$ cat src/test/boot_image.hex
// One 32-bit word per line, written to SRAM byte address 4*i
00000013
00100093
00200113
002081b3
00302023
00002203
0000006f
deadc0de

$ cat src/hdl/wb_pkg.sv
/* Wishbone classic bus widths and types, byte addressed with one select bit per byte.
   SRAM occupies the Wishbone space from SRAM_BASE_ADDR upward. */
package wb_pkg;

    localparam int WB_DATA_WIDTH = 32;
    localparam int WB_ADDR_WIDTH = 32;
    localparam int WB_SEL_WIDTH  = WB_DATA_WIDTH / 8;

    typedef logic [WB_DATA_WIDTH-1:0] wb_data_t;
    typedef logic [WB_ADDR_WIDTH-1:0] wb_addr_t;
    typedef logic [WB_SEL_WIDTH-1:0]  wb_sel_t;

    localparam wb_addr_t SRAM_BASE_ADDR = 32'h0000_0000;

endpackage

$ cat src/hdl/board_pkg.sv
/* Board-side constants for the 16-bit async SRAM, 7-segment display, keys and boot image.
   BOOT_HEX_FILE is relative to the simulation or synthesis working directory. */
package board_pkg;

    // External SRAM
    localparam int SRAM_ADDR_WIDTH = 20;   // Half-word address
    localparam int SRAM_DATA_WIDTH = 16;

    typedef logic [SRAM_ADDR_WIDTH-1:0] sram_addr_t;
    typedef logic [SRAM_DATA_WIDTH-1:0] sram_data_t;

    // Seven-segment digits are active low, segment g in bit 6
    typedef logic [6:0] seg7_t;
    localparam seg7_t SEG_BLANK  = 7'h7f;
    localparam int    HEX_DIGITS = 8;

    typedef logic [4:0] reg_idx_t;         // Retired destination register

    // Boot image copied into SRAM after reset
    localparam int    BOOT_WORDS    = 8;
    localparam string BOOT_HEX_FILE = "/design/src/test/boot_image.hex";

endpackage
$ cat src/hdl/seg7_display.sv
/* Registered hex decode of a 32-bit value onto eight active-low digits, digit k = nibble k.
   Output lags the input by one cycle; all digits blank while in reset. */
`timescale 1ns/1ps

module seg7_display import wb_pkg::*, board_pkg::*; (
    input  logic     clk,
    input  logic     n_rst,
    input  wb_data_t i_value,
    output seg7_t    o_hex [HEX_DIGITS]
);

    function automatic seg7_t hex_font(input logic [3:0] nibble);
        seg7_t seg;
        case (nibble)
            4'h0: seg = 7'b1000000;
            4'h1: seg = 7'b1111001;
            4'h2: seg = 7'b0100100;
            4'h3: seg = 7'b0110000;
            4'h4: seg = 7'b0011001;
            4'h5: seg = 7'b0010010;
            4'h6: seg = 7'b0000010;
            4'h7: seg = 7'b1111000;
            4'h8: seg = 7'b0000000;
            4'h9: seg = 7'b0010000;
            4'ha: seg = 7'b0001000;
            4'hb: seg = 7'b0000011;
            4'hc: seg = 7'b1000110;
            4'hd: seg = 7'b0100001;
            4'he: seg = 7'b0000110;
            default: seg = 7'b0001110;     // F
        endcase
        return seg;
    endfunction

    always_ff @(posedge clk) begin
        for (int k = 0; k < HEX_DIGITS; k++) begin
            if (!n_rst) begin
                o_hex[k] <= SEG_BLANK;
            end else begin
                o_hex[k] <= hex_font(i_value[4*k +: 4]);
            end
        end
    end

endmodule

$ cat config.mk
export PLATFORM = sky130hd
export DESIGN_NAME = seg7_display
export DESIGN_NICKNAME = d
export VERILOG_FILES = /design/src/hdl/wb_pkg.sv /design/src/hdl/board_pkg.sv /design/src/hdl/seg7_display.sv
export SDC_FILE = /design/constraint.sdc
export NUM_CORES = 1
export LEC_CHECK = 0
export BUFFER_PORTS_ARGS = -buffer_cell sky130_fd_sc_hd__clkbuf_2
export CORE_MARGIN = 2
export CORE_UTILIZATION = 30
export DETAILED_ROUTE_END_ITERATION = 8
export PLACE_DENSITY = 0.57
export SKIP_LAST_GASP = 1
export SLEW_MARGIN = 20
export SYNTH_ARGS = -nofsm -noshare
export SYNTH_HDL_FRONTEND = slang
export SYNTH_SLANG_ARGS = --single-unit
$ cat constraint.sdc
create_clock -name clk -period 1.2 [get_ports clk]
set_input_delay 0.12 -clock clk [delete_from_list [all_inputs] [get_ports clk]]
set_output_delay 0.12 -clock clk [all_outputs]
set_load 0.01 [all_outputs]
==> flow_summary_export.csv <==
group,metric,value,unit
layout,reg_top3,"o_hex: 56 flops",
timing,layout_worst_path_cycle_share,77.5,%
timing,fin_setup_tns,0,ps
worst_setup_path,worstPathRequired,1350,ps
logic_synthesis,yosys-top-cells-area,"dfxtp_1 (33%), ha_1 (21%), mux2i_1 (4.7%)",
cts,root_buffer,"clkbuf_16",
worst_setup_path,cp-start-kind,"input pin",
timing,timing.final.crit_period,930,ps
power_and_ir_drop,p_leak,2.03,nW
timing,tightestPinTransition,387,ps
die,core,11000,µm²
routing,route.detailed.drc,0,
worst_setup_path,max_stage_delay,260,ps
logic_synthesis,yosys-top-cells-count,"dfxtp_1 (56), ha_1 (56), nand2_1 (28)",
logic_synthesis,synth_top_family_by_area,"adder cells",
logic_synthesis,yosys.area_share.simple,13.3,%
placement,dpl_worst_slack,-52.9,ps
timing,hold_ws,107,ps
routing,first_iter_violations,100,
cts,cts_max_path_buffers,2,
flow_run,drv_cap,0,
layout,layout-drive-gt1-share,29.9,%
logic_synthesis,muxShareOfSynthArea,9.41,%
logic_synthesis,synth_ff_type,"dfxtp_1",
logic_synthesis,async_flop_share,0,%
worst_hold_path,hold_depth,2,
cts,cts_hold_buf,0,
cts,h-tree-depth,2,
logic_synthesis,synth.distinct_cells,33,
global_routing,grt_max_degree,30,
cts,clkTransAtPathRegs,70,ps
logic_synthesis,yosysTopAreaCell,"dfxtp_1",
placement,placed_area,4070,µm²
layout,fin_nets,544,
worst_hold_path,min_path_type,"in -> reg",
outcome,status,"finished clean",
worst_setup_path,critical_path_arrival,1080,ps
cts,tritoncts,"yes",
die,die_area,12300,µm²
logic_synthesis,syn_nets,446,
logic_synthesis,ys_ff_latch,56,
die,initial_core_util,31.1,%
die,rows,38,
logic_synthesis,synthAdderAreaFrac,20.5,%
die,die_x,111,µm
timing,finalHoldViolCount,0,
routing,avgRoutedWirePerCell,12.8,µm
power_and_ir_drop,ir_worst_vdd,0.517,mV
placement,dp.cells,587,
worst_hold_path,hold_end,"o_hex[13]",
logic_synthesis,syn-cell-area,3420,µm²
worst_setup_path,crit_family,"buffers and inverters",
cts,numCtsBuffers,5,
worst_hold_path,worstHoldStart,"i_value[25]",
worst_setup_path,cp-end-kind,"flip-flop",
timing,fin_ws,270,ps
timing,clock.fmax,1.08,GHz
logic_synthesis,netlist_instances,356,
worst_setup_path,cp_slowest_cell,"mux2_2",
layout,largest_reg_flops,56,
routing,drtPass1Iterations,4,
routing,ant_nets,0,
logic_synthesis,yosys.area.top_type_share,32.8,%
layout,final_cells,595,
logic_synthesis,synth-xor-area-share,0,%
timing,grt_setup_unrepaired,"false",
placement,gp_congestion,0.822,
die,chipHeight,111,µm
logic_synthesis,syn_avg_cell_area,9.60,µm²
routing,num_vias,2843,
global_routing,grt-ovfl-total,0,
global_routing,antenna_found_initial,0,
timing,slew_headroom,73.9,%
timing,setup_viol_count_final,0,
cts,ctsResizeCount,0,
logic_synthesis,ys_warn_count,0,
worst_setup_path,worstPathMaxFanout,6,
global_routing,grt_pass1_vias,2760,
worst_setup_path,path_cells,"clkbuf_2, inv_1, ha_1, mux2_2, nand2_1, o311ai_0",
layout,regMostFlops,"o_hex",
placement,port_buffers,89,
global_routing,track_usage,12.7,%
layout,diodes,0,
layout,final_core_util,38.7,%
power_and_ir_drop,finalPower,4.82,mW
global_routing,grt_pass1_wl,13000,µm
routing,totalWireLength,7640,µm
power_and_ir_drop,pwr_density_cell,1130,nW/µm²
cts,cts.sinks,56,
worst_setup_path,worstSetupPathType,"in -> reg",
die,ioPinCount,90,
layout,area_growth,24.3,%
cts,post_cts_buffers,0,
layout,fin_area,4250,µm²
worst_setup_path,crit_buf_inv,2,
logic_synthesis,synth_edf_count,0,
logic_synthesis,ys_seq_area_share,32.8,%
logic_synthesis,synth_compound_area_share,17.3,%
timing,drv_slew,0,
placement,dp_hpwl,5830,µm
routing,vias_per_cell,4.78,
-- area by class of cell --
type | instances | area (µm²)
clock buffer | 6 | 139
clock inverter | 2 | 38.8
fill | 1101 | 6740
inverter | 20 | 75.1
multi-input combinational | 259 | 2070
sequential | 56 | 1120
tap | 140 | 175
timing repair buffer | 112 | 631
-- logic make-up after synthesis --
kind of cell,after synthesis
multiplexers,30
flip-flops,56
adder cells (fa/ha/maj),56
buffers and inverters,41
AO/OA/AOI/OAI,85
AND/OR/NAND/NOR,88
-- metal layers --
layer	vias up	wire length [µm]	GRT usage (%)
met2	70	3560	20.7
met3	6	415	3.94
li1	1458	-	-
met1	1309	3590	16.3
met5	-	0	0
met4	0	77	3.42
-- worst max-delay path by stage --
| stage | start | to | slack, ps | cells past startpoint |
|---|---|---|---|---|
| after floorplan | i_value[21] | o_hex[14] | 280 | 5 |
| after global placement | i_value[16] | o_hex[27] | -2 | 6 |
| after detailed placement | i_value[16] | o_hex[27] | -50 | 6 |
| after CTS | o_hex[29] | o_hex[29] | 280 | 1 |
| after global routing | i_value[16] | o_hex[27] | 190 | 6 |
| final | i_value[16] | o_hex[27] | 270 | 6 |
-- report_power, final --
part | internal, mW | leakage [nW] | switching [mW]
combinational | 0.435 | 1.47 | 0.555
clock | 1.05 | 0.0871 | 0.721
sequential | 2.01 | 0.471 | 0.0431
total | 3.50 | 2.03 | 1.32
-- cell usage in the layout (no fill, tap or decap), types with 8 or more instances in the layout --
cell	instances
clkbuf_2	89
a211oi_1	9
nand3b_1	8
nand3_1	17
o211ai_1	20
buf_4	22
nand2b_1	12
a31oi_1	9
inv_1	20
o21ai_0	18
dfxtp_1	56
mux2_2	13
mux2i_1	16
nor2_1	12
ha_1	56
nand2_1	28
Note: power is estimated with default switching activity, not from simulation.
