### config.mk
export PLATFORM = sky130hd
export DESIGN_NAME = step_ctrl
export DESIGN_NICKNAME = d
export VERILOG_FILES = /design/src/hdl/wb_pkg.sv /design/src/hdl/board_pkg.sv /design/src/hdl/step_ctrl.sv
export SDC_FILE = /design/constraint.sdc
export NUM_CORES = 1
export LEC_CHECK = 0
export ABC_CLOCK_PERIOD_IN_PS = 1100
export BUFFER_PORTS_ARGS = -buffer_cell sky130_fd_sc_hd__buf_4
export CORE_MARGIN = 2
export CORE_UTILIZATION = 42
export DETAILED_ROUTE_END_ITERATION = 16
export PLACE_DENSITY = 0.79
export SKIP_LAST_GASP = 1
export SLEW_MARGIN = 20
export SYNTH_ARGS = -nofsm -noshare
export SYNTH_HDL_FRONTEND = slang
export SYNTH_SLANG_ARGS = --single-unit
### constraint.sdc
create_clock -name clk -period 1.1 [get_ports clk]
set_input_delay 0.055 -clock clk [delete_from_list [all_inputs] [get_ports clk]]
set_output_delay 0.055 -clock clk [all_outputs]
set_load 0.1 [all_outputs]
### src/test/boot_image.hex
// One 32-bit word per line, written to SRAM byte address 4*i
00000013
00100093
00200113
002081b3
00302023
00002203
0000006f
deadc0de

### src/hdl/wb_pkg.sv
/* Wishbone classic bus widths and types, byte addressed with one select bit per byte.
   SRAM occupies the Wishbone space from SRAM_BASE_ADDR upward. */
package wb_pkg;

    localparam int WB_DATA_WIDTH = 32;
    localparam int WB_ADDR_WIDTH = 32;
    localparam int WB_SEL_WIDTH  = WB_DATA_WIDTH / 8;

    typedef logic [WB_DATA_WIDTH-1:0] wb_data_t;
    typedef logic [WB_ADDR_WIDTH-1:0] wb_addr_t;
    typedef logic [WB_SEL_WIDTH-1:0]  wb_sel_t;

    localparam wb_addr_t SRAM_BASE_ADDR = 32'h0000_0000;

endpackage

### src/hdl/board_pkg.sv
/* Board-side constants for the 16-bit async SRAM, 7-segment display, keys and boot image.
   BOOT_HEX_FILE is relative to the simulation or synthesis working directory. */
package board_pkg;

    // External SRAM
    localparam int SRAM_ADDR_WIDTH = 20;   // Half-word address
    localparam int SRAM_DATA_WIDTH = 16;

    typedef logic [SRAM_ADDR_WIDTH-1:0] sram_addr_t;
    typedef logic [SRAM_DATA_WIDTH-1:0] sram_data_t;

    // Seven-segment digits are active low, segment g in bit 6
    typedef logic [6:0] seg7_t;
    localparam seg7_t SEG_BLANK  = 7'h7f;
    localparam int    HEX_DIGITS = 8;

    typedef logic [4:0] reg_idx_t;         // Retired destination register

    // Boot image copied into SRAM after reset
    localparam int    BOOT_WORDS    = 8;
    localparam string BOOT_HEX_FILE = "/design/src/test/boot_image.hex";

endpackage
### src/hdl/step_ctrl.sv
/* Single-step control: the core runs only after boot and halts after each retire until a key press.
   Redirect LED holds until the next retire; only redirect address bits 15:0 are shown. */
`timescale 1ns/1ps

module step_ctrl import wb_pkg::*, board_pkg::*; (
    input  logic        clk,
    input  logic        n_rst,
    input  logic        i_boot_done,
    input  logic        i_key_pulse,
    input  logic        i_retire_en,
    input  reg_idx_t    i_retire_rdst,
    input  wb_data_t    i_retire_data,
    input  logic        i_redirect,
    input  wb_addr_t    i_redirect_addr,
    output logic        o_core_en,
    output logic [17:0] o_ledr,
    output logic [7:0]  o_ledg,
    output wb_data_t    o_retire_data
);

    typedef enum logic {ST_RUN, ST_HALT} state_t;

    state_t      state;
    reg_idx_t    retire_rdst_q;
    wb_data_t    retire_data_q;
    logic        redirect_q;
    logic [15:0] redirect_addr_q;

    always_ff @(posedge clk) begin
        if (!n_rst) begin
            state           <= ST_RUN;
            retire_rdst_q   <= '0;
            retire_data_q   <= '0;
            redirect_q      <= 1'b0;
            redirect_addr_q <= '0;
        end else begin
            case (state)
                ST_RUN:  if (i_boot_done && i_retire_en) state <= ST_HALT;
                default: if (i_key_pulse) state <= ST_RUN;
            endcase
            if (i_retire_en) begin
                retire_rdst_q <= i_retire_rdst;
                retire_data_q <= i_retire_data;
            end
            if (i_redirect) begin
                redirect_q      <= 1'b1;       // Redirect wins over a same-cycle retire
                redirect_addr_q <= i_redirect_addr[15:0];
            end else if (i_retire_en) begin
                redirect_q <= 1'b0;
            end
        end
    end

    assign o_core_en     = i_boot_done && (state == ST_RUN);
    assign o_ledr        = {i_boot_done, redirect_q, redirect_addr_q};
    assign o_ledg        = 8'(retire_rdst_q);
    assign o_retire_data = retire_data_q;

    // Boot done is a level until reset, so the core never runs ahead of the boot copy
    a_core_en_gate: assert property (@(posedge clk) disable iff (!n_rst)
        i_boot_done |=> i_boot_done);

endmodule

==> metrics list <==
- Outcome: completed
* WL per Instance: 12.3 um
* First-pass GRT wire length: 6300 um
- Clock latency at the later pin of the worst-skew pair: 0.28 ns
* Number of distinct library cell variants in the gate-level netlist after synthesis: 14
- Area delta synth->final: 48.5%
- The cell family contributing the most delay on the critical path is flip-flops.
- Share of total power consumed by net switching: 0.360
* Path type of the worst min-delay path: in -> reg
- Prior to clock tree synthesis, the placed netlist has a worst setup slack of 0.248 ns.
* Clock tree from TritonCTS: done
- Critical-path top delay cell: dfxtp_1
* P_sw: 1.78 mW
- Detail-routed via count per cell: 4.45
* Number of buffer and inverter instances along the worst setup path: 1
- H-tree depth: 2
- For the worst setup path, the data arrival time is 0.97 ns.
* Standard-cell rows: 25
* Clk sink count: 55
* Number of buffers inserted during clock tree synthesis: 5
- Post-detailed-route count of antenna-violating nets: 0
- Entering global routing, the biggest net connects 40 pins.
* Die boundary width: 75.4 um
- The floorplan step defined a die boundary enclosing 5690 sq um.
- Maximum frequency from static timing analysis: 0.973 GHz
* R2R Path Start: redirect_q
* Sequential cell area: 1170 sq um
* Multi-input gate area in the final layout: 913 sq um
- For the final routed database, the setup TNS stands at 0 ns.
* Part of the total power dissipated in the clock network: 0.234
- Across all setup checks in the final design, the least slack found is 0.0724 ns.
- Hold Violations, Final: 0
- After synthesis the netlist holds a flip-flop and latch count of 55.
- Drt first-iter violations: 37
- The share of total power dissipated in sequential elements is 0.444.
* Hpwl dp: 3260 um
* WL final: 4480 um
* Fraction of layout cells with a size suffix above 1: 0.601
- For this design the top-level I/O count stands at 134.
- After detailed routing, the number of remaining DRC violations is 0.
- Final critical-path share of the clock period: 0.934
- Overall die height: 75.4 um
- On the worst path, the slowest cell contributes a delay of 0.33 ns.
- Final estimated routing congestion in global placement: 0.703
* Critical-path maximum fanout: 3
- In this run the most critical hold path is launched from i_retire_data[2].
- Register area share after synthesis: 0.514
- Cell Chain, Critical Path: nor2b_2 -> buf_6
* Critical path required time: 1.04 ns
- The cell area that synthesis handed to floorplanning was 2140 sq um.
* Worst voltage drop across the vdd grid: 1000 uV
- Type of the worst setup path: reg -> out
- Total vias in the final route: 1614
* Element type at the critical path start: flip-flop
- Combinational share of power: 0.322
- In this run the tool buffered the top-level ports with 114 buffer cells.
* Via count of the first global-routing pass: 1415
- The max-slew violation count was 0.
- Average cell area after synthesis: 11.5 sq um
- The number of antenna diodes in the final layout is 0.
- Internal power: 3.15 mW
- Clock Pin Slew Worst Setup and Hold Paths: 0.09 ns
- The completed layout was analyzed and its total power is 4.93 mW.
- The worst setup path is captured at an output pin.
- The number of antenna violations at the first check in global routing was 0.
* Time the final worst path needs with I/O delays and setup: 1.03 ns
- Setup violations remaining at the end of the flow were counted as 0.
* Startpoint of the most critical setup path: state
- Number of nets in the finished design: 370
* Count of warnings emitted by yosys: 0
- GRT Total Usage: 0.143
* Reported leakage power: 1.55 nW
- Max-cap violations in this run came to 0.
- For this configuration, the core starts out at a cell density of 0.445.
- Power Density: 1550 nW/um^2
* Final clock skew: 0 ns
- Setup repair after global routing missed its margin: no
* Number of filler cells placed in the layout: 424
* Synth Instances: 186
- Total global routing overflow: 0
- The clock passes through at most 2 buffers.
- The region available for standard cell placement spans 4820 sq um.
- The first detailed-routing pass ran for 3 iterations.
- CTS root buffer: clkbuf_8
-- area by class of cell --
type / instances / share of cell area
flip-flops and latches: 55 / 0.367
repair buffers: 118 / 0.288
multi-input cells: 115 / 0.287
clock buffers: 8 / 0.0315
well taps: 67 / 0.0263
-- registers in the layout (all words and copies together) (netlist names) --
register and count:
o_retire_data 32, redirect_addr_q 16, redirect_q 1, retire_rdst_q 5, state 1
-- kinds of logic after synthesis --
family,Yosys count,share of synthesized area
DFF,55,0.514
muxes,53,0.248
and+or+nand+nor,57,0.166
buffers and inverters,18,0.0642
AOI/OAI and AO/OA,2,0.00584
other,1,0.00175
-- metal layers --
metal	vias up	part of all wire	GRT usage
li1	814	-	-
met1	740	0.40	0.164
met2	58	0.51	0.258
met3	2	0.080	0.0450
met4	0	0.0049	0.0351
met5	-	0	0
-- worst paths after layout --
| check | to | slack, ns | cells past startpoint |
|---|---|---|---|
| worst min-delay path | o_retire_data[2] | 0.02 | 3 |
| worst max-delay path | o_core_en | 0.07 | 2 |
| worst min register to register | state | 0.50 | 2 |
| worst max register to register | redirect_q | 0.40 | 2 |
-- power by group through the flow --
stage	logic, mW	clock network (mW)	registers (mW)
detailed placement	1.59	0	2.24
CTS	1.59	1.21	2.19
floorplan	0.392	0	3.07
global placement	1.58	0	2.23
finish	1.59	1.15	2.19
global route	1.64	1.26	2.20
-- metrics by stage --
| step | instance area [sq um] | hold WS [ns] | utilization | instances |
|---|---|---|---|---|
| floorplan | 2220 | 0.166 | - | 188 |
| global placement | 3070 | 0.264 | 0.637 | 354 |
| detailed placement | 3070 | 0.263 | 0.637 | 354 |
| CTS | 3180 | 0.00887 | 0.660 | 363 |
| global route | 3180 | 0.0125 | 0.661 | 363 |
| finish | 3180 | 0.0202 | 0.661 | 363 |
-- cell usage after synthesis --
cell type	number	area, sq um
buf_8	1	15.0
dfxtp_1	55	1100
nor2b_1	55	344
nand4b_1	1	8.76
conb_1	1	3.75
buf_4	9	67.6
buf_6	1	11.3
o21a_1	1	7.51
buf_12	1	20.0
buf_2	1	5.00
clkbuf_1	5	18.8
nand2_1	1	3.75
mux2i_1	53	531
o21ai_0	1	5.00
-- cell usage in the layout, fill, tap and decap left out --
cell type / netlist / layout
buf_12: 1 / 2
buf_4: 9 / 114
buf_6: 1 / 1
clkbuf_1: 5 / 1
clkbuf_8: 0 / 7
conb_1: 1 / 3
dfxtp_1: 55 / 2
dfxtp_2: 0 / 53
dlygate4sd3_1: 0 / 1
mux2i_1: 53 / 53
nand2_1: 1 / 1
nand4b_1: 1 / 1
nor2b_1: 55 / 54
nor2b_2: 0 / 1
o21a_1: 1 / 1
o21ai_0: 1 / 1
-- tightest hold or removal path: stages --
cell and delay (ns):
buf_4 0.07, mux2i_1 0.05, nor2b_1 0.09
-- repair_timing --
item / in CTS / in global routing
setup buffers: 0 / 0
resized for setup: 0 / 1
endpoints found under the hold margin: 1 / 0
endpoints found under the setup margin: 0 / 1
hold buffers: 1 / 0
Note: power is estimated with default switching activity, not from simulation.
