===== config.mk =====
export PLATFORM = sky130hd
export DESIGN_NAME = boot_loader
export DESIGN_NICKNAME = d
export VERILOG_FILES = /design/src/hdl/wb_pkg.sv /design/src/hdl/board_pkg.sv /design/src/hdl/boot_loader.sv
export SDC_FILE = /design/constraint.sdc
export NUM_CORES = 1
export LEC_CHECK = 0
export BUFFER_PORTS_ARGS = -buffer_cell sky130_fd_sc_hd__buf_4
export CORE_ASPECT_RATIO = 1.25
export CORE_MARGIN = 1
export CORE_UTILIZATION = 38
export DETAILED_ROUTE_END_ITERATION = 10
export PLACE_DENSITY_LB_ADDON = 0.08
export RECOVER_POWER = 25
export SLEW_MARGIN = 20
export SYNTH_ARGS = -nofsm -noshare
export SYNTH_HDL_FRONTEND = slang
export SYNTH_SLANG_ARGS = --single-unit

===== constraint.sdc =====
create_clock -name clk -period 3 [get_ports clk]
set_input_delay 0.45 -clock clk [delete_from_list [all_inputs] [get_ports clk]]
set_output_delay 0.45 -clock clk [all_outputs]
set_load 0.02 [all_outputs]

===== src/test/boot_image.hex =====
// One 32-bit word per line, written to SRAM byte address 4*i
00000013
00100093
00200113
002081b3
00302023
00002203
0000006f
deadc0de


===== src/hdl/wb_pkg.sv =====
/* Wishbone classic bus widths and types, byte addressed with one select bit per byte.
   SRAM occupies the Wishbone space from SRAM_BASE_ADDR upward. */
package wb_pkg;

    localparam int WB_DATA_WIDTH = 32;
    localparam int WB_ADDR_WIDTH = 32;
    localparam int WB_SEL_WIDTH  = WB_DATA_WIDTH / 8;

    typedef logic [WB_DATA_WIDTH-1:0] wb_data_t;
    typedef logic [WB_ADDR_WIDTH-1:0] wb_addr_t;
    typedef logic [WB_SEL_WIDTH-1:0]  wb_sel_t;

    localparam wb_addr_t SRAM_BASE_ADDR = 32'h0000_0000;

endpackage


===== src/hdl/board_pkg.sv =====
/* Board-side constants for the 16-bit async SRAM, 7-segment display, keys and boot image.
   BOOT_HEX_FILE is relative to the simulation or synthesis working directory. */
package board_pkg;

    // External SRAM
    localparam int SRAM_ADDR_WIDTH = 20;   // Half-word address
    localparam int SRAM_DATA_WIDTH = 16;

    typedef logic [SRAM_ADDR_WIDTH-1:0] sram_addr_t;
    typedef logic [SRAM_DATA_WIDTH-1:0] sram_data_t;

    // Seven-segment digits are active low, segment g in bit 6
    typedef logic [6:0] seg7_t;
    localparam seg7_t SEG_BLANK  = 7'h7f;
    localparam int    HEX_DIGITS = 8;

    typedef logic [4:0] reg_idx_t;         // Retired destination register

    // Boot image copied into SRAM after reset
    localparam int    BOOT_WORDS    = 8;
    localparam string BOOT_HEX_FILE = "/design/src/test/boot_image.hex";

endpackage

===== src/hdl/boot_loader.sv =====
/* Copies BOOT_WORDS words from a hex-file ROM into SRAM with full-select Wishbone writes.
   Runs once per reset; o_boot_done stays high until the next reset. */
`timescale 1ns/1ps

module boot_loader import wb_pkg::*, board_pkg::*; (
    input  logic     clk,
    input  logic     n_rst,
    output logic     o_wb_cyc,
    output logic     o_wb_stb,
    output logic     o_wb_we,
    output wb_sel_t  o_wb_sel,
    output wb_addr_t o_wb_addr,
    output wb_data_t o_wb_data,
    input  logic     i_wb_ack,
    output logic     o_boot_done
);

    typedef enum logic [1:0] {ST_GAP, ST_REQ, ST_DONE} state_t;

    wb_data_t                        rom [BOOT_WORDS];
    state_t                          state;
    logic [$clog2(BOOT_WORDS)-1:0]   word_idx;

    initial begin
        $readmemh(BOOT_HEX_FILE, rom);
    end

    always_ff @(posedge clk) begin
        if (!n_rst) begin
            state    <= ST_GAP;
            word_idx <= '0;
        end else begin
            case (state)
                ST_GAP: begin
                    state <= ST_REQ;               // One idle cycle between writes
                end
                ST_REQ: begin
                    if (i_wb_ack) begin
                        word_idx <= word_idx + 1'b1;
                        if (word_idx == BOOT_WORDS - 1) begin
                            state <= ST_DONE;
                        end else begin
                            state <= ST_GAP;
                        end
                    end
                end
                default: begin
                    state <= ST_DONE;
                end
            endcase
        end
    end

    assign o_wb_cyc    = (state == ST_REQ);
    assign o_wb_stb    = (state == ST_REQ);
    assign o_wb_we     = 1'b1;
    assign o_wb_sel    = '1;
    assign o_wb_addr   = SRAM_BASE_ADDR + {word_idx, 2'b00};
    assign o_wb_data   = rom[word_idx];
    assign o_boot_done = (state == ST_DONE);

endmodule


==> PnR_summary.wiki <==
{| class="wikitable"
! Metric !! Value
|-
| Switching portion of total power || 0.466
|-
| Iteration-0 DRC Markers || 1
|-
| Status || complete, no violations
|-
| Area enclosed by the die boundary || 2140 sq um
|-
| Fillers || 197
|-
| Buffers inserted by post-CTS timing repair || 0
|-
| Standby leakage power || 0.367 nW
|-
| Power Dens Cells || 417 nW/um^2
|-
| Final Core Density || 0.319
|-
| Post-route antenna net violation count || 0
|-
| Via count || 354
|-
| Setup Total Neg Slack || 0 ps
|-
| Final hold violation count || 0
|-
| Startpoint types || flip-flop
|-
| Grt total ovfl || 0
|-
| Critical path capture point type || output pin
|-
| Share of power burned in combinational logic || 0.383
|-
| Cell types with the largest area share after synthesis || sky130_fd_sc_hd__buf_4, sky130_fd_sc_hd__dfxtp_1, sky130_fd_sc_hd__mux2i_1
|-
| Post-CTS sizing || 0
|-
| Internal power || 0.000128 W
|-
| Part of the cycle the worst path needs || 0.468
|-
| Clock transition at path regs || 40 ps
|-
| Longest Clk Path Bufs || 2
|-
| Fraction of power consumed by sequential logic || 0.298
|-
| Kind of path behind the tightest hold check || in2reg
|-
| Final setup fails || 0
|-
| Required time reported for the critical path endpoint || 2550 ps
|-
| Layout cell share with drive strength beyond 1 || 0.0990
|-
| Mean cell area of the mapped netlist || 8.00 sq um
|-
| Synth-to-layout area growth || -22.5%
|-
| Chip width || 41.6 um
|-
| Root Buffer Master || sky130_fd_sc_hd__clkbuf_4
|-
| DRC || 0
|-
| Clock network latency to the later pin of the worst-skew pair || 240 ps
|-
| Worst-path cell with the longest stage delay || sky130_fd_sc_hd__dfxtp_1
|-
| Sink Count || 5
|-
| Maximum Capacitance Violations || 0
|-
| Count of hold buffers inserted by post-cts repair || 0
|-
| Yosys Warn Count || 0
|-
| Antenna violations before repair || 0
|-
| Area occupied by multi-input gates || 367 sq um
|-
| Number of nets in the final layout || 107
|-
| Routability Congestion || 0.601
|-
| Switching component of the power || 0.000112 W
|-
| Cells after Synth || 93
|-
| Cell taking the most area after synthesis || sky130_fd_sc_hd__buf_4
|-
| Cell type group with the largest total delay on the critical path || flip-flops
|-
| Die Span Y || 51.5 um
|-
| Minimum period implied by the final worst setup slack || 1400 ps
|-
| Max rail drop VDD || 0.000137 V
|-
| Number of pins with negative max-slew slack in the final report || 0
|-
| Data arrival at the endpoint of the critical path || 950 ps
|-
| Synth Register Bits || 5
|-
| Top fanout value on the critical path || 5
|-
| Storage element area || 100 sq um
|-
| Pre-antenna DRT Iters || 2
|-
| Clock buffer count from CTS || 3
|-
| Vias in the first global route || 204
|-
| Detail-routed net length per standard cell || 5.49 um
|-
| H-tree depth || 1
|-
| Crit path kind || reg2out
|-
| Wire length after detailed routing || 659 um
|-
| Core footprint || 1810 sq um
|-
| Row count || 17
|-
| Highest cell delay on the worst timing path || 380 ps
|-
| Number of library cell types mapped by synthesis || 14
|-
| Antenna diode count || 0
|-
| Buffer and inverter count on the worst path || 1
|-
| Setup skew after layout || 0.586 ps
|-
| Fraction of synthesized cell area taken by the top area cell type || 0.676
|-
| Effective utilization at floorplan || 0.412
|-
| Part of the power in the clock network || 0.319
|-
| Drt via density || 2.95
|-
| HPWL after detailed placement || 572 um
|-
| I/O pin count || 75
|-
| Global Route Usage Sum || 0.0567
|-
| IO buf count || 8
|-
| Maximum clock frequency || 0.712 GHz
|-
| RSZ-0062 raised after global routing || no
|-
| Portion of the post-synthesis area used by sequential elements || 0.134
|-
| Sequence of cells on the critical path || nor2b_1, buf_4
|-
| Pin count of the biggest net entering global routing || 8
|-
| TritonCTS clock tree || built
|-
| Mapped Area || 744 sq um
|-
| Global-route wire length before repair || 855 um
|}
[per-stage QoR]
stage	power [W]	cell area [sq um]	hold WS, ps	worst slack, ps	cells
after floorplan	0.000223	985	441	1600	157
after global placement	0.000164	554	470	1870	116
after detailed placement	0.000164	554	476	1850	116
after CTS	0.000244	581	397	1580	120
after global routing	0.000256	577	399	1530	120
final	0.000240	577	409	1600	120
[path summary, 6_finish.rpt]
check	startpoint	to	slack, ps	cells after the start
worst max-delay path	state[0]$_SDFFE_PN0P_	o_wb_cyc	1600	2
worst min-delay path	i_wb_ack	state[0]$_SDFFE_PN0P_	410	2
worst max register to register	word_idx[0]$_SDFFE_PN0P_	state[1]$_SDFFE_PN0P_	1960	4
worst min register to register	word_idx[2]$_SDFFE_PN0P_	word_idx[2]$_SDFFE_PN0P_	470	2
[flip-flops by register name, summed over array words and instances, names as in the netlist]
| name | count |
|---|---|
| word_idx | 3 |
| state | 2 |
[cells in the final DEF, fill, tap and decap left out, types with 2 or more instances in the layout]
master / n
sky130_fd_sc_hd__clkbuf_1: 2
sky130_fd_sc_hd__buf_4: 7
sky130_fd_sc_hd__ha_1: 2
sky130_fd_sc_hd__dfxtp_1: 5
sky130_fd_sc_hd__mux2i_1: 3
sky130_fd_sc_hd__nor2b_1: 2
sky130_fd_sc_hd__conb_1: 66
sky130_fd_sc_hd__clkbuf_4: 3
sky130_fd_sc_hd__nand2_1: 5
[synth_stat cells]
cell and instances:
sky130_fd_sc_hd__buf_4 67, sky130_fd_sc_hd__dfxtp_1 5, sky130_fd_sc_hd__nand2_1 5, sky130_fd_sc_hd__mux2i_1 3, sky130_fd_sc_hd__conb_1 2, sky130_fd_sc_hd__ha_1 2, sky130_fd_sc_hd__nor2b_1 2, sky130_fd_sc_hd__a211oi_1 1
sky130_fd_sc_hd__a31oi_1 1, sky130_fd_sc_hd__and3b_1 1, sky130_fd_sc_hd__buf_6 1, sky130_fd_sc_hd__inv_1 1, sky130_fd_sc_hd__nand2b_1 1, sky130_fd_sc_hd__nor2_1 1
[worst register-to-register path, cell delays in order (launching register included)]
cell and delay, ps:
sky130_fd_sc_hd__dfxtp_1 330, sky130_fd_sc_hd__ha_1 210, sky130_fd_sc_hd__ha_1 180, sky130_fd_sc_hd__a31oi_1 170
sky130_fd_sc_hd__nor2_1 60
[layout make-up]
cell class,count,area share
flip-flops and latches,5,0.174
inverters,1,0.00651
well taps,19,0.0412
clock buffers,4,0.0456
repair buffers,8,0.0976
multi-input cells,83,0.636
[power by group through the flow]
stage	Combinational, W	Clock, W	Sequential (W)
4_1_cts	0.0000914	0.0000807	0.0000716
5_1_grt	0.0000981	0.0000860	0.0000720
3_5_place_dp	0.0000914	0	0.0000728
6_report	0.0000920	0.0000766	0.0000717
3_3_place_gp	0.0000913	0	0.0000727
2_1_floorplan	0.000149	0	0.0000741
[kinds of logic (layout without fill, tap and decap cells)]
logic type / after synthesis / count (layout) / share of synthesized area
DFF: 5 / 5 / 0.134
other: 2 / 66 / 0.0101
muxes: 3 / 3 / 0.0403
adders and majority gates: 2 / 2 / 0.0336
AOI/OAI and AO/OA: 2 / 2 / 0.0185
buffers and inverters: 69 / 13 / 0.696
and+or+nand+nor: 10 / 10 / 0.0672
[routing by layer]
layer	part of all wire	vias to the layer above	track usage
li1	-	167	-
met1	0.40	149	0.0660
met2	0.48	38	0.0703
met3	0.12	0	0.0247
met4	0	0	0.0645
met5	0	-	0
Power figures use the tool's default switching activity.
