**src/hdl/wb_pkg.sv**
```systemverilog
/* Wishbone classic bus widths and types, byte addressed with one select bit per byte.
   SRAM occupies the Wishbone space from SRAM_BASE_ADDR upward. */
package wb_pkg;

    localparam int WB_DATA_WIDTH = 32;
    localparam int WB_ADDR_WIDTH = 32;
    localparam int WB_SEL_WIDTH  = WB_DATA_WIDTH / 8;

    typedef logic [WB_DATA_WIDTH-1:0] wb_data_t;
    typedef logic [WB_ADDR_WIDTH-1:0] wb_addr_t;
    typedef logic [WB_SEL_WIDTH-1:0]  wb_sel_t;

    localparam wb_addr_t SRAM_BASE_ADDR = 32'h0000_0000;

endpackage

```
**src/hdl/wb_arbiter.sv**
```systemverilog
/* Two-master Wishbone classic arbiter, master 0 wins when idle and both request.
   A grant holds until the owner drops cyc; the loser sees no ack and waits. */
`timescale 1ns/1ps

module wb_arbiter import wb_pkg::*; (
    input  logic     clk,
    input  logic     n_rst,

    input  logic     i_m0_cyc,
    input  logic     i_m0_stb,
    input  logic     i_m0_we,
    input  wb_sel_t  i_m0_sel,
    input  wb_addr_t i_m0_addr,
    input  wb_data_t i_m0_data,
    output wb_data_t o_m0_data,
    output logic     o_m0_ack,

    input  logic     i_m1_cyc,
    input  logic     i_m1_stb,
    input  logic     i_m1_we,
    input  wb_sel_t  i_m1_sel,
    input  wb_addr_t i_m1_addr,
    input  wb_data_t i_m1_data,
    output wb_data_t o_m1_data,
    output logic     o_m1_ack,

    output logic     o_s_cyc,
    output logic     o_s_stb,
    output logic     o_s_we,
    output wb_sel_t  o_s_sel,
    output wb_addr_t o_s_addr,
    output wb_data_t o_s_data,
    input  wb_data_t i_s_data,
    input  logic     i_s_ack
);

    logic grant_valid;
    logic grant_m1;                            // Owner when grant_valid

    always_ff @(posedge clk) begin
        if (!n_rst) begin
            grant_valid <= 1'b0;
            grant_m1    <= 1'b0;
        end else if (!grant_valid) begin
            if (i_m0_cyc) begin
                grant_valid <= 1'b1;
                grant_m1    <= 1'b0;
            end else if (i_m1_cyc) begin
                grant_valid <= 1'b1;
                grant_m1    <= 1'b1;
            end
        end else if (grant_m1 ? !i_m1_cyc : !i_m0_cyc) begin
            grant_valid <= 1'b0;               // Owner finished its cycle
        end
    end

    assign o_s_cyc  = grant_valid & (grant_m1 ? i_m1_cyc : i_m0_cyc);
    assign o_s_stb  = grant_valid & (grant_m1 ? i_m1_stb : i_m0_stb);
    assign o_s_we   = grant_m1 ? i_m1_we   : i_m0_we;
    assign o_s_sel  = grant_m1 ? i_m1_sel  : i_m0_sel;
    assign o_s_addr = grant_m1 ? i_m1_addr : i_m0_addr;
    assign o_s_data = grant_m1 ? i_m1_data : i_m0_data;

    assign o_m0_data = i_s_data;
    assign o_m1_data = i_s_data;
    assign o_m0_ack  = i_s_ack & grant_valid & ~grant_m1;
    assign o_m1_ack  = i_s_ack & grant_valid & grant_m1;

    // Slave side request stays put until ack, whichever master owns it
    a_grant_stable: assert property (@(posedge clk) disable iff (!n_rst)
        o_s_cyc && !i_s_ack |=> o_s_cyc && $stable({o_s_we, o_s_sel, o_s_addr, o_s_data}));

endmodule

```
**config.mk**
```make
export PLATFORM = sky130hd
export DESIGN_NAME = wb_arbiter
export DESIGN_NICKNAME = d
export VERILOG_FILES = /design/src/hdl/wb_pkg.sv /design/src/hdl/wb_arbiter.sv
export SDC_FILE = /design/constraint.sdc
export NUM_CORES = 1
export LEC_CHECK = 0
export ABC_AREA = 1
export BUFFER_PORTS_ARGS = -buffer_cell sky130_fd_sc_hd__buf_2
export CAP_MARGIN = 20
export CELL_PAD_IN_SITES_DETAIL_PLACEMENT = 1
export CELL_PAD_IN_SITES_GLOBAL_PLACEMENT = 1
export CORE_AREA = 2 2 122 124
export CTS_BUF_LIST = sky130_fd_sc_hd__clkbuf_16
export CTS_CLUSTER_SIZE = 14
export DETAILED_ROUTE_END_ITERATION = 16
export DIE_AREA = 0 0 124 126
export GPL_ROUTABILITY_DRIVEN = 0
export PLACE_DENSITY_LB_ADDON = 0.1
export SLEW_MARGIN = 20
export SYNTH_ARGS = -nofsm -noshare
export SYNTH_HDL_FRONTEND = slang
export SYNTH_SLANG_ARGS = --single-unit
```
**constraint.sdc**
```tcl
create_clock -name clk -period 1.8 [get_ports clk]
set_clock_uncertainty 0.2 [all_clocks]
set_input_delay 0.09 -clock clk [delete_from_list [all_inputs] [get_ports clk]]
set_output_delay 0.09 -clock clk [all_outputs]
set_load 0.01 [all_outputs]
```
==> results.txt, run 1 <==
Mapped Cells: 307
Reg2Reg Setup Slack: 520 ps
DR vias/cell: 3.51
Final Cell Area: 2700 um2
Ratio of cells with drive above 1 in the final layout: 47.3%
Worst-Margin Slew: 333 ps
First-pass GRT wire length: 10.5 mm
Final Power: 1.21 mW
#FFs+latches synth: 2
Port Buffers: 217
Sequential share of the synthesized area: 2.61%
Warnings from Yosys: 0
Row cnt: 44
CP Depth: 5
GRT overflow: 0
Critical Path Start: grant_m1
Min Tclk post-route: 1580 ps
Fin. max-slew vios: 0
Critical Path Fanout Max: 72
Slowest stage delay, CP: 380 ps
Skew-Pair Late Insertion Delay: 220 ps
I/O Pins: 314
Crit path kind: reg -> out
Worst-path clk slew: 30 ps
Core Box Area: 14300 um2
Nets: 663
H-Tree Depth: 1
Yosys cell types: 15
PD cells: 449 nW/um2
Peak supply drop: 0.000248 V
Deepest clock path buffer count: 2
Switching part of the total: 41.9%
Fillers: 1894
RR Startpoint: grant_m1
Layout Utilization: 18.9%
Flop pwr share: 4.7%
Cells after DPL: 632
Sink Count: 2
Unrepaired setup endpoints after global routing: false
Combinational share of power: 67.8%
DP Area: 2300 um2
Routed Antenna Nets: 0
Max-Cap Viols: 0
Final hold viol count: 0
Final wirelength: 7.36 mm
R2R cell count: 4
Setup-failing EPs final: 0
CP top delay family: buffers and inverters
Clock power frac: 27.5%
Post-Syn Nets: 484
DRT iter0 DRCs: 37
CTS tree: yes
Area growth from synthesis to layout: 76.5%
Largest net degree at the start of global routing: 73
DRC violations left: 0
CP Buf/Inv Count: 3
CTS buffer count: 3
ANT cells: 0
DRT Pass-1 Iters: 3
Antenna violations before repair: 0
Non-Filler Instances: 668
Slew margin rel.: 77.6%
Crit end category: output pin
R2R Path End: grant_valid
Max Freq: 634 MHz
Period Utilization, post-route: 87.7%
Die Span Y: 126 um
Hold_ws: 51.8 ps
Wire per inst: 11.0 um
Leak pwr: 1.74 nW
Worst Slack Setup Final: 222 ps
Root Driver: clkbuf_16
DR vias: 2344
Total Routing Usage GR: 8.39%
Pint: 0.705 mW
Total die area: 15600 um2
Chip width: 124 um
Crit path to: o_s_cyc
Final setup TNS: 0 ps
CP max-delay cell: dfxtp_2
Status: finished, final reports clean
Worst path cell trace: buf_12 -> nand2_1 -> nand3_2 -> inv_1 -> buf_2
Startpoint Class: flip-flop
Worst EP required: 1510 ps
Vias in the first global route: 2293
Initial Util: 10.7%
Post-Syn Area: 1530 um2
Syn Area/Cell: 4.99 um2
Psw: 0.509 mW
Arrival time worst endpoint: 1290 ps
DP HPWL: 5.57 mm
Pre-CTS setup slack: 414 ps
HP Class: in -> reg
worst min path at each step:
| stage | depth (start not counted) | slack [ps] | endpoint | startpoint |
|---|---|---|---|---|
| global placement | 0 | -20 | o_m0_data[10] | i_s_data[10] |
| finish | 5 | 50 | grant_valid | i_m1_cyc |
| detailed placement | 0 | -20 | o_m0_data[10] | i_s_data[10] |
| floorplan | 2 | -0.8 | grant_valid | n_rst |
| global route | 5 | 100 | grant_valid | i_m1_cyc |
| CTS | 5 | 60 | grant_valid | i_m1_cyc |
placed cells by master (no fill, tap or decap), drive strengths merged:
| cell type | netlist | routed |
|---|---|---|
| buf | 79 | 220 |
| nand2 | 209 | 209 |
| dlygate4sd3 | 0 | 33 |
| inv | 7 | 7 |
| o21ai | 3 | 3 |
| clkbuf | 0 | 3 |
| nor2 | 2 | 2 |
| nor3 | 2 | 2 |
| a21oi | 2 | 2 |
| dfxtp | 2 | 2 |
| nand3 | 1 | 1 |
layout make-up:
type	count	area (um2)	area share (%)
Clock buffer	3	75.1	2.78
Inverter	7	31.3	1.16
Multi-Input combinational cell	219	848	31.4
Sequential cell	2	41.3	1.53
Tap cell	184	230	8.52
Timing Repair Buffer	253	1480	54.6
per-layer routing:
metal  GRT usage, %  up-vias  part of all wire, %
met4           1.45        0                 0.57
li1               -     1198                    -
met2           17.3      153                   53
met1           7.54      987                   32
met3           3.22        6                   14
met5              0        -                    0
registers in the layout, indices dropped and copies added, names as in the netlist:
| register | cells |
|---|---|
| grant_valid | 1 |
| grant_m1 | 1 |
Yosys cell counts:
library cell / count / area (um2)
a21oi_1: 1 / 5.00
a21oi_2: 1 / 8.76
buf_2: 6 / 30.0
buf_4: 64 / 480
buf_6: 9 / 101
dfxtp_1: 2 / 40.0
inv_1: 6 / 22.5
inv_6: 1 / 8.76
nand2_1: 208 / 781
nand2_2: 1 / 6.26
nand3_2: 1 / 10.0
nor2_1: 2 / 7.51
nor3_1: 1 / 5.00
nor3_2: 1 / 10.0
o21ai_0: 3 / 15.0
cells by family (layout without fill, tap and decap cells):
kind of cell	Yosys count	count (layout)	synth area share, %
compound gates	5	5	1.88
buf+inv	86	263	42.0
flops	2	2	2.61
simple gates	214	214	53.5
timing repair:
action | CTS | global route
hold buffers | 33 | 0
buffers inserted | 0 | 0
resized for setup | 0 | 0
endpoints found under the hold margin | 66 | 0
power by group through the flow:
stage                     registers [mW]  logic (mW)  clock network, mW
final                             0.0565       0.824              0.334
after global routing              0.0573       0.931              0.350
after CTS                         0.0569       0.846              0.344
after detailed placement          0.0574       0.731                  0
after global placement            0.0576       0.734                  0
after floorplan                   0.0521       0.516                  0
worst min-delay path, stage by stage:
cell and delay (ps):
buf_2 110, inv_1 40, nand2_1 50, nand3_2 80, a21oi_1 50
Note: power is estimated with default switching activity, not from simulation.
==> run 2: changes to the inputs <==
--- a/config.mk
+++ b/config.mk
@@ -11,12 +11,13 @@
 export CELL_PAD_IN_SITES_DETAIL_PLACEMENT = 1
 export CELL_PAD_IN_SITES_GLOBAL_PLACEMENT = 1
 export CORE_AREA = 2 2 122 124
-export CTS_BUF_LIST = sky130_fd_sc_hd__clkbuf_16
+export CTS_BUF_LIST = sky130_fd_sc_hd__clkbuf_2 sky130_fd_sc_hd__clkbuf_4 sky130_fd_sc_hd__clkbuf_8
 export CTS_CLUSTER_SIZE = 14
 export DETAILED_ROUTE_END_ITERATION = 16
 export DIE_AREA = 0 0 124 126
 export GPL_ROUTABILITY_DRIVEN = 0
 export PLACE_DENSITY_LB_ADDON = 0.1
+export REMOVE_ABC_BUFFERS = 1
 export SLEW_MARGIN = 20
 export SYNTH_ARGS = -nofsm -noshare
 export SYNTH_HDL_FRONTEND = slang
==> run 2 against run 1 <==
Routed wire length rose by 43%. Total power fell by 8.3%. Worst setup slack improved by 33 ps. Hold slack got worse by 4.4 ps. Die area did not move. Maximum frequency rose by 2.1%. Sequential power barely moved. Design area fell by 0.60%. Critical path depth rose by 1. Largest cell class unchanged. Largest power group unchanged. Highest routed layer unchanged.
==> results.txt, run 2 (synthesized netlist as in run 1, its figures left out) <==
Die Span Y: 126 um (unchanged)
Chip width: 124 um (unchanged)
Max Freq: 647 MHz (+2.1%)
Final wirelength: 10.5 mm (+43%)
CP Buf/Inv Count: 4 (+1)
R2R Path End: grant_valid
GRT overflow: 0 (unchanged)
Crit end category: output pin
Worst EP required: 1510 ps (about the same)
First-pass GRT wire length: 14.2 mm (+36%)
Slew margin rel.: 68.7% (-8.9 points)
Deepest clock path buffer count: 2 (unchanged)
Slowest stage delay, CP: 340 ps (-40 ps)
Unrepaired setup endpoints after global routing: false
Total Routing Usage GR: 12.1% (+3.7 points)
Status: finished, final reports clean
I/O Pins: 314 (unchanged)
Fin. max-slew vios: 0 (unchanged)
Cells after DPL: 634 (+0.32%)
DRT iter0 DRCs: 90 (+140%)
H-Tree Depth: 1 (unchanged)
Setup-failing EPs final: 0 (unchanged)
CP Depth: 6 (+1)
CP top delay family: buffers and inverters
Post-CTS Resized: 0 (unchanged)
Core Box Area: 14300 um2 (unchanged)
Sink Count: 2 (unchanged)
Root Driver: clkbuf_8
Nets: 665 (+0.30%)
Critical Path Fanout Max: 25 (-65%)
Final hold viol count: 0 (unchanged)
Max-Cap Viols: 0 (unchanged)
Min-delay src: i_m1_cyc
DR vias/cell: 3.69 (+5.1%)
Startpoint Class: flip-flop
DP HPWL: 8.48 mm (+52%)
CTS buffer count: 3 (unchanged)
Antenna violations before repair: 1 (+1)
Port Buffers: 217 (unchanged)
Most frequent cells in the layout: buf_2, nand2_1, dlygate4sd3_1, inv_1
Layout Utilization: 18.8% (-0.11 points)
Commonest non-fill, non-tap cell in the layout: buf_2
CTS tree: yes
Crit path kind: reg -> out
HP Class: in -> reg
DRC violations left: 0 (unchanged)
R2R cell count: 5 (+1)
Vias in the first global route: 2418 (+5.5%)
Peak supply drop: 0.000227 V (-8.6%)
RR Startpoint: grant_m1
DR vias: 2475 (+5.6%)
Routed Antenna Nets: 0 (unchanged)
CP max-delay cell: dfxtp_2
Min Tclk post-route: 1550 ps (-33.1 ps)
Largest registers: grant_m1 (1), grant_valid (1)
PD cells: 415 nW/um2 (-7.8%)
Skew-Pair Late Insertion Delay: 210 ps (about the same)
Worst path cell trace: inv_6 -> buf_12 -> nand2_2 -> nand3_2 -> inv_1 -> buf_2
Largest net degree at the start of global routing: 58 (-21%)
Final setup TNS: 0 ps (unchanged)
Worst-path clk slew: 30 ps (about the same)
Worst-Margin Slew: 468 ps (+135 ps)
Arrival time worst endpoint: 1260 ps (-30 ps)
Area growth from synthesis to layout: 75.4%
DP Area: 2310 um2 (+0.65%)
Final Cell Area: 2690 um2 (-0.60%)
Leak pwr: 1.74 nW (-0.33%)
Non-Filler Instances: 671 (+0.45%)
Period Utilization, post-route: 85.8% (-1.8 points)
DRT Pass-1 Iters: 4 (+1)
Hold Path Stages: 3 (-2)
Hold Path Sink: grant_m1
Initial Util: 10.7% (unchanged)
Ratio of cells with drive above 1 in the final layout: 47.5% (+0.22 points)
Reg2Reg Setup Slack: 530 ps (about the same)
Row cnt: 44 (unchanged)
Total die area: 15600 um2 (unchanged)
Wire per inst: 15.6 um (+42%)
Final Power: 1.11 mW (-8.3%)
==> run 2: cell count changes in the layout (fill, tap and decap cells not counted), sizes merged <==
cell,before,now
diode,0,1
buf,220,222
==> run 2: how the worst max path moves through the flow <==
stage,from,end,slack [ps]
detailed placement,grant_m1,o_s_cyc,430
floorplan,grant_m1,o_m1_ack,-800
CTS,grant_m1,o_s_cyc,210
global route,grant_m1,o_s_cyc,160
global placement,grant_m1,o_s_cyc,450
finish,grant_m1,o_s_cyc,250
==> run 2: through the flow <==
stage | worst slack (ps) | hold WS, ps
final | 255 | 47.4
after global routing | 160 | 76.9
after CTS | 207 | 57.5
after detailed placement | 434 | -19.9
after global placement | 447 | -19.9
after floorplan | -797 | -20.0
==> run 2: per-layer routing <==
metal / vias up / part of all wire [%] / GRT usage (%) / wire, um
met2: 173 / 41 / 17.8 / 4300
met1: 1093 / 43 / 16.1 / 4520
li1: 1205 / - / - / -
met3: 4 / 16 / 6.75 / 1680
met5: - / 0 / 0 / 0
met4: 0 / 0.067 / 0.793 / 7
==> run 2: power breakdown <==
group	leakage, nW	internal [mW]	switching [mW]
Sequential	0.0170	0.0495	0.00684
Combinational	1.70	0.378	0.504
Clock	0.0216	0.141	0.0340
Total	1.74	0.569	0.544
==> run 2: final cells by class <==
class / count / area (um2)
antenna: 1 / 2.50
clock buffer: 3 / 41.3
fill: 1914 / 11600
inverter: 7 / 31.3
multi-input combinational: 219 / 848
sequential: 2 / 41.3
tap: 184 / 230
timing repair buffer: 255 / 1490
==> run 2: worst min-delay path, stage by stage <==
cell	delay (ps)
buf_2	80
o21ai_0	110
a21oi_2	130
==> run 2: repair_timing <==
item                      4_1_cts  5_1_grt
setup buffers                   0        0
hold buffers                   33        0
hold endpoints to repair       66        0
